## config.mk

```make
export PLATFORM = sky130hd
export DESIGN_NAME = mem_subsys_top
export DESIGN_NICKNAME = d
export VERILOG_FILES = /design/src/rvs_pkg.sv /design/src/load_format.sv /design/src/csr_unit.sv /design/src/mem_stage.sv /design/src/data_rd_mem.sv /design/src/mem_subsys_top.sv
export VERILOG_INCLUDE_DIRS = /design/src
export SDC_FILE = /design/constraint.sdc
export NUM_CORES = 1
export LEC_CHECK = 0
export BUFFER_PORTS_ARGS = -buffer_cell sky130_fd_sc_hd__buf_2
export CORE_AREA = 3 3 232 234
export DETAILED_ROUTE_END_ITERATION = 12
export DIE_AREA = 0 0 235 237
export PLACE_DENSITY_LB_ADDON = 0.2
export SYNTH_ARGS = -nofsm -noshare
export SYNTH_HDL_FRONTEND = slang
export SYNTH_HIERARCHICAL = 1
export SYNTH_SLANG_ARGS = --single-unit
export TNS_END_PERCENT = 10
```

## constraint.sdc

```tcl
create_clock -name clk -period 5.8 [get_ports clk]
set_input_delay 1.16 -clock clk [delete_from_list [all_inputs] [get_ports clk]]
set_output_delay 1.16 -clock clk [all_outputs]
set_load 0.02 [all_outputs]
```

## src/rvs_macros.svh

```systemverilog
`ifndef RVS_MACROS_SVH
`define RVS_MACROS_SVH

// data and address width
`define RVS_XLEN 64

// machine CSR addresses
`define RVS_CSR_MEPC    12'd833
`define RVS_CSR_MCAUSE  12'd834
`define RVS_CSR_MTVEC   12'd773
`define RVS_CSR_MSTATUS 12'd768

// id sent with every load and expected back on the response
`define RVS_LSU_ID 4'd2

// cycles from accept to done on the read bus
`define RVS_RD_LATENCY 3

// constant mixed into the memory contents rule
`define RVS_MEM_PATTERN 32'hA5C3_5A3C

// mcause value for an environment call from M-mode
`define RVS_ECALL_CAUSE 11

`endif

```

## src/rvs_pkg.sv

```systemverilog
`include "rvs_macros.svh"

package rvs_pkg;

    typedef logic [`RVS_XLEN-1:0] xlen_t;
    typedef logic [`RVS_XLEN-1:0] addr_t;
    typedef logic [3:0]           txn_id_t;
    typedef logic [11:0]          csr_addr_t;

    // nonzero kind means a load is requested
    typedef enum logic [2:0] {
        LD_NONE  = 3'd0,
        LD_WORD  = 3'd1,
        LD_DWORD = 3'd2,
        LD_BYTE  = 3'd4,
        LD_HALF  = 3'd6
    } load_kind_t;

    typedef enum logic [1:0] {EXT_RAW, EXT_SIGN_W, EXT_ZERO_W, EXT_SIGN_H} ext_mode_t;

    typedef enum logic [1:0] {OP_NONE, OP_CSRRS, OP_CSRRW, OP_ECALL} stage_op_t;

    typedef enum logic [1:0] {S_IDLE, S_MEM, S_EN, S_FN} lsu_state_t;

    // read request, valid is a level
    typedef struct packed {
        addr_t   addr;
        txn_id_t id;
        logic    valid;
    } rd_req_t;

    // read response, done is a single-cycle pulse
    typedef struct packed {
        logic    done;
        txn_id_t id;
        xlen_t   data;
    } rd_rsp_t;

    typedef struct packed {
        xlen_t mepc;
        xlen_t mcause;
        xlen_t mtvec;
        xlen_t mstatus;
    } csr_file_t;

endpackage

```

## src/load_format.sv

```systemverilog
`timescale 1ns/1ps

module load_format import rvs_pkg::*; (
    input  xlen_t      raw,
    input  logic [2:0] lane,
    input  load_kind_t kind,
    input  ext_mode_t  mode,
    output xlen_t      result
);

    xlen_t shifted;
    xlen_t kept;

    // move the addressed byte lane down to bit 0
    assign shifted = raw >> {lane, 3'b000};

    // keep only the bytes the load asked for
    always_comb begin
        case (kind)
            LD_BYTE:  kept = {56'd0, shifted[7:0]};
            LD_HALF:  kept = {48'd0, shifted[15:0]};
            LD_WORD:  kept = {32'd0, shifted[31:0]};
            LD_DWORD: kept = shifted;
            default:  kept = shifted;
        endcase
    end

    // extension per instruction class
    always_comb begin
        case (mode)
            EXT_RAW: begin
                result = kept;
            end
            EXT_SIGN_W: begin
                // lw and the *w arithmetic ops
                result = {{32{kept[31]}}, kept[31:0]};
            end
            EXT_ZERO_W: begin
                result = {32'd0, kept[31:0]};
            end
            EXT_SIGN_H: begin
                // lh
                result = {{48{kept[15]}}, kept[15:0]};
            end
            default: begin
                result = kept;
            end
        endcase
    end

endmodule

```

## src/csr_unit.sv

```systemverilog
`timescale 1ns/1ps
`include "rvs_macros.svh"

module csr_unit import rvs_pkg::*; (
    input  logic      clk,
    input  logic      rst_n,
    input  stage_op_t op,
    input  csr_addr_t csr_addr,
    input  xlen_t     src1,
    input  xlen_t     src2,
    output csr_file_t csrs
);

    xlen_t wdata;
    logic  wr_en;

    // csrrs sets bits from both sources, csrrw takes src1 as is
    assign wdata = (op == OP_CSRRS) ? (src1 | src2) : src1;
    assign wr_en = (op == OP_CSRRS) || (op == OP_CSRRW);

    always_ff @(posedge clk or negedge rst_n) begin
        if (!rst_n) begin
            csrs <= '0;
        end else if (op == OP_ECALL) begin
            csrs.mepc       <= src1;
            csrs.mcause     <= xlen_t'(`RVS_ECALL_CAUSE);
            // MPIE takes MIE, then interrupts go off
            csrs.mstatus[7] <= csrs.mstatus[3];
            csrs.mstatus[3] <= 1'b0;
        end else if (wr_en) begin
            case (csr_addr)
                `RVS_CSR_MEPC: begin
                    csrs.mepc <= wdata;
                end
                `RVS_CSR_MCAUSE: begin
                    csrs.mcause <= wdata;
                end
                `RVS_CSR_MTVEC: begin
                    csrs.mtvec <= wdata;
                end
                `RVS_CSR_MSTATUS: begin
                    csrs.mstatus <= wdata;
                end
                default: begin
                    // unknown address, nothing written
                end
            endcase
        end
    end

    // trap cause must be visible one cycle after the ecall
    ecall_sets_cause: assert property (
        @(posedge clk) disable iff (!rst_n)
        (op == OP_ECALL) |=> (csrs.mcause == xlen_t'(`RVS_ECALL_CAUSE))
    ) else $error("mcause not set after ecall");

endmodule

```

## src/mem_stage.sv

```systemverilog
`timescale 1ns/1ps
`include "rvs_macros.svh"

module mem_stage import rvs_pkg::*; (
    input  logic       clk,
    input  logic       rst_n,
    input  load_kind_t load_kind,
    input  ext_mode_t  ext_mode,
    input  xlen_t      base,
    input  xlen_t      offset,
    input  stage_op_t  op,
    input  csr_addr_t  csr_addr,
    input  xlen_t      src1,
    input  xlen_t      src2,
    output rd_req_t    rd_req,
    input  logic       ar_hs,
    input  rd_rsp_t    rd_rsp,
    output logic       res_valid,
    output xlen_t      res_data,
    output logic       idle,
    output csr_file_t  csrs
);

    lsu_state_t state;
    lsu_state_t state_n;
    addr_t      addr_q;
    load_kind_t kind_q;
    ext_mode_t  mode_q;
    xlen_t      data_q;
    logic       rsp_match;

    // only our own id ends the wait
    assign rsp_match = rd_rsp.done && (rd_rsp.id == txn_id_t'(`RVS_LSU_ID));

    always_ff @(posedge clk or negedge rst_n) begin
        if (!rst_n) begin
            state <= S_IDLE;
        end else begin
            state <= state_n;
        end
    end

    always_comb begin
        state_n = state;
        case (state)
            S_IDLE: begin
                if (load_kind != LD_NONE) begin
                    state_n = S_MEM;
                end
            end
            S_MEM: begin
                if (ar_hs) begin
                    state_n = S_EN;
                end
            end
            S_EN: begin
                if (rsp_match) begin
                    state_n = S_FN;
                end
            end
            S_FN: begin
                state_n = S_IDLE;
            end
            default: begin
                state_n = S_IDLE;
            end
        endcase
    end

    // load payload, held for the whole transaction
    always_ff @(posedge clk) begin
        if (state == S_IDLE && load_kind != LD_NONE) begin
            addr_q <= base + offset;
            kind_q <= load_kind;
            mode_q <= ext_mode;
        end
        if (state == S_EN && rsp_match) begin
            data_q <= rd_rsp.data;
        end
    end

    always_comb begin
        rd_req.addr  = addr_q;
        rd_req.id    = txn_id_t'(`RVS_LSU_ID);
        rd_req.valid = (state == S_MEM);
    end

    assign res_valid = (state == S_FN);
    assign idle      = (state == S_IDLE) || (state == S_FN);

    load_format load_format_inst (
        .raw    (data_q),
        .lane   (addr_q[2:0]),
        .kind   (kind_q),
        .mode   (mode_q),
        .result (res_data)
    );

    csr_unit csr_unit_inst (
        .clk      (clk),
        .rst_n    (rst_n),
        .op       (op),
        .csr_addr (csr_addr),
        .src1     (src1),
        .src2     (src2),
        .csrs     (csrs)
    );

    // a raised request keeps its address until the memory takes it
    req_held_until_accept: assert property (
        @(posedge clk) disable iff (!rst_n)
        (rd_req.valid && !ar_hs) |=> (rd_req.valid && $stable(rd_req.addr))
    ) else $error("read request dropped or changed before accept");

    single_res_pulse: assert property (
        @(posedge clk) disable iff (!rst_n)
        res_valid |=> !res_valid
    ) else $error("res_valid held for two cycles");

endmodule

```

## src/data_rd_mem.sv

```systemverilog
`timescale 1ns/1ps
`include "rvs_macros.svh"

module data_rd_mem import rvs_pkg::*; (
    input  logic    clk,
    input  logic    rst_n,
    input  rd_req_t rd_req,
    output logic    ar_hs,
    output rd_rsp_t rd_rsp
);

    localparam int CNT_W = $clog2(`RVS_RD_LATENCY + 1);

    logic             busy;
    logic [CNT_W-1:0] cnt;
    addr_t            addr_q;
    txn_id_t          id_q;
    logic [31:0]      dw_idx;

    // accept only while nothing is pending
    assign ar_hs = rd_req.valid && !busy;

    always_ff @(posedge clk or negedge rst_n) begin
        if (!rst_n) begin
            busy <= 1'b0;
            cnt  <= '0;
        end else if (ar_hs) begin
            busy <= 1'b1;
            cnt  <= CNT_W'(`RVS_RD_LATENCY - 1);
        end else if (busy) begin
            if (cnt == '0) begin
                busy <= 1'b0;
            end else begin
                cnt <= cnt - 1'b1;
            end
        end
    end

    always_ff @(posedge clk) begin
        if (ar_hs) begin
            addr_q <= rd_req.addr;
            id_q   <= rd_req.id;
        end
    end

    // doubleword index, low 32 bits are enough for the rule
    assign dw_idx = addr_q[34:3];

    always_comb begin
        rd_rsp.done = busy && (cnt == '0);
        rd_rsp.id   = id_q;
        rd_rsp.data = {dw_idx ^ `RVS_MEM_PATTERN, dw_idx * 32'h0101_0101};
    end

    done_after_accept: assert property (
        @(posedge clk) disable iff (!rst_n)
        rd_rsp.done |-> $past(ar_hs, `RVS_RD_LATENCY)
    ) else $error("response done without matching accept");

endmodule

```

## src/mem_subsys_top.sv

```systemverilog
`timescale 1ns/1ps

module mem_subsys_top import rvs_pkg::*; (
    input  logic       clk,
    input  logic       rst_n,
    input  load_kind_t load_kind,
    input  ext_mode_t  ext_mode,
    input  xlen_t      base,
    input  xlen_t      offset,
    input  stage_op_t  op,
    input  csr_addr_t  csr_addr,
    input  xlen_t      src1,
    input  xlen_t      src2,
    output logic       res_valid,
    output xlen_t      res_data,
    output logic       idle,
    output csr_file_t  csrs
);

    rd_req_t rd_req;
    rd_rsp_t rd_rsp;
    logic    ar_hs;

    mem_stage mem_stage_inst (
        .clk       (clk),
        .rst_n     (rst_n),
        .load_kind (load_kind),
        .ext_mode  (ext_mode),
        .base      (base),
        .offset    (offset),
        .op        (op),
        .csr_addr  (csr_addr),
        .src1      (src1),
        .src2      (src2),
        .rd_req    (rd_req),
        .ar_hs     (ar_hs),
        .rd_rsp    (rd_rsp),
        .res_valid (res_valid),
        .res_data  (res_data),
        .idle      (idle),
        .csrs      (csrs)
    );

    // fixed-latency data memory on the load bus
    data_rd_mem data_rd_mem_inst (
        .clk    (clk),
        .rst_n  (rst_n),
        .rd_req (rd_req),
        .ar_hs  (ar_hs),
        .rd_rsp (rd_rsp)
    );

endmodule

```

==> metrics.md <==
| Metric | Value |
|---|---|
| Initial Util | `0.431` |
| Routed wl met2 | `33300 µm` |
| Leak pwr | `13.3 nW` |
| Die Y | `237 µm` |
| Setup TNS | `0 ps` |
| Synthesized area | `0.0225 mm²` |
| Gate power share | `0.443` |
| Vias in the first global route | `17602` |
| Drt first pass iters | `5` |
| Fillers | `4734` |
| NetSw | `0.00473 W` |
| Final non-filler cell total | `around 3100` |
| 1st-iter DRT viols | `1494` |
| Fin crit share | `0.794` |
| Max VDD drop | `~0.00035 V` |
| Share of cells above drive strength 1 | `0.357` |
| Worst R2R End | `mem_stage_inst/data_q[31]` |
| Largest net degree at the start of global routing | `133` |
| CTS tree | `done` |
| Endpoint type of the worst setup path | `output port` |
| Pwr per Cell Area | `446 mW/mm²` |
| Sw Share | `0.392` |
| Kind of critical path | `reg2out` |
| Num rows | `84` |
| PnR Total Power | `0.0121 W` |
| Achievable Freq | `217 MHz` |
| Antenna violations before repair | `6` |
| Clk_skew | `21.0 ps` |
| Metal1 wirelength | `29500 µm` |
| FF+latch area | `0.0107 mm²` |
| Layout Utilization | `0.517` |
| R2R Path Start | `data_rd_mem_inst/addr_q[7]` |
| Clock Tree Root | `clkbuf_16` |
| WP data arrival | `3450 ps` |
| Hold EP | `data_rd_mem_inst/addr_q[14]` |
| Post-layout min period | `4610 ps` |
| Half-perimeter wire length after placement | `just over 50000 µm` |
| Status | `completed` |
| IO buf count | `between 500 and 600` |
| Final Setup Violations | `0` |
| Max-cap violations | `0` |
| Die ar. | `0.0557 mm²` |
| Nets | `2797` |
| RSZ-0062 raised after global routing | `false` |
| Tot GR Track Use | `0.242` |
| Max FO, Critical Path | `30` |
| Clk pwr share | `0.243` |
| Hold Vio Cnt, Final | `0` |
| Fin Hold WS | `slightly above 400 ps` |
| CTS max path bufs | `3` |
| IO Count | `599` |
| Multi-input combinational cell area | `0.0104 mm²` |
| Final wirelength | `69300 µm` |
| Hold path depth | `0` |
| R2R cell count | `13` |
| Die Wd | `235 µm` |
| Syn Area/Cell | `11.7 µm²` |
| Worst hold start | `mem_stage_inst/addr_q[14]` |
| CTS Sinks | `401` |
| Core Region | `0.0522 mm²` |
| Area Overhead vs Synth | `20.0%` |
| Cts bufs inserted | `45` |
| Max Transition Viols Final | `0` |
| Min-Delay Path Class | `reg2reg` |
| H-tree Lvls | `2` |
| Max layer used | `met5` |
| Grt total ovfl | `0` |
| Placed cell count | `roughly 3000` |
| Worst slew margin | `0.203` |
| Flop2flop setup slack | `1260 ps` |
| Startpoint Class | `flip-flop` |
| Clock Latency Late Sink | `600 ps` |
| CP required | `4640 ps` |
| Drt wl/cell | `between 20 and 25 µm` |
| Via count | `17391` |
| # Post-CTS Setup Buffers | `0` |
| Vias per inst | `5.56` |
| DRT antenna net count | `0` |
| DR WL met3 | `~4600 µm` |
| Post-Synthesis Cells | `approximately 1900` |
| First-pass GRT wire length | `107000 µm` |
| Post-route DRC | `0` |
| Routability Congestion | `0.915` |
| Seq pwr share | `0.315` |
| Crit path from | `mem_stage_inst/addr_q[0]` |
| Clock-pin slew on the worst setup and hold paths | `60 ps` |
| Yosys warnings | `6` |
| Post_cts resized | `0` |
| Internal power | `0.00732 W` |
| Least-Margin Pin Slew | `1190 ps` |
| Post-CTS Hold Fix Bufs | `0` |
-- cells in the final DEF, fill, tap and decap left out, types with 18 or more instances in the layout --
master,count
clkbuf_16,46
buf_4,21
xor2_1,20
edfxtp_1,140
mux2i_1,44
a21o_1,92
xnor2_1,34
mux2_2,184
o311ai_0,62
nor2b_1,18
fa_1,21
nand3_1,105
o21ai_0,43
a21oi_1,61
a22o_1,60
nor2_1,56
ha_1,93
dfrtp_1,261
buf_2,539
nand2_1,131
mux4_2,20
inv_1,144
-- critical path, cell delays in order, from the launching register on --
cell	delay, ps
edfxtp_1	670
buf_4	440
mux2i_1	150
a21oi_1	200
nand4b_1	540
buf_4	460
o21ai_0	170
buf_2	230
-- routing by layer --
| layer | GRT usage | vias to the layer above |
|---|---|---|
| met5 | 0 | - |
| met1 | 0.323 | 8638 |
| li1 | - | 8001 |
| met3 | 0.0546 | 110 |
| met2 | 0.400 | 640 |
| met4 | 0.0662 | 2 |
-- state kept, by name, indices dropped and copies added, names as in the netlist --
name,flops
mem_stage_inst/csr_unit_inst/csrs,256
mem_stage_inst/data_q,64
mem_stage_inst/addr_q,35
data_rd_mem_inst/addr_q,32
data_rd_mem_inst/id_q,4
mem_stage_inst/kind_q,3
data_rd_mem_inst/cnt,2
mem_stage_inst/mode_q,2
mem_stage_inst/state,2
data_rd_mem_inst/busy,1
-- power by group through the flow --
stage / Sequential [W] / Clock (W) / Combinational [W]
floorplan: 0.00400 / 0 / 0.00360
global placement: 0.00382 / 0 / 0.00525
detailed placement: 0.00384 / 0 / 0.00530
CTS: 0.00379 / 0.00300 / 0.00534
global route: 0.00384 / 0.00313 / 0.00587
finish: 0.00379 / 0.00292 / 0.00534
-- per-stage QoR --
step	area, µm²	setup WS, ps
global route	27000	907
CTS	27000	1190
finish	27000	1190
global placement	25500	1280
floorplan	22500	1810
detailed placement	25500	1310
-- area by class of cell --
class,count,area share
sequential,401,0.398
tap,688,0.0319
antenna,4,0.000371
clock inverter,20,0.00945
timing repair buffer,563,0.108
inverter,145,0.0202
multi-input combinational,1247,0.386
clock buffer,61,0.0473
-- worst max-delay path by stage --
stage                                 to  slack (ps)
2_1_floorplan  mem_stage_inst/data_q[31]        1810
3_3_place_gp   mem_stage_inst/data_q[31]        1280
3_5_place_dp   mem_stage_inst/data_q[31]        1310
4_1_cts                     res_data[23]        1190
5_1_grt                     res_data[23]         910
6_report                    res_data[23]        1190
Power figures use the tool's default switching activity.
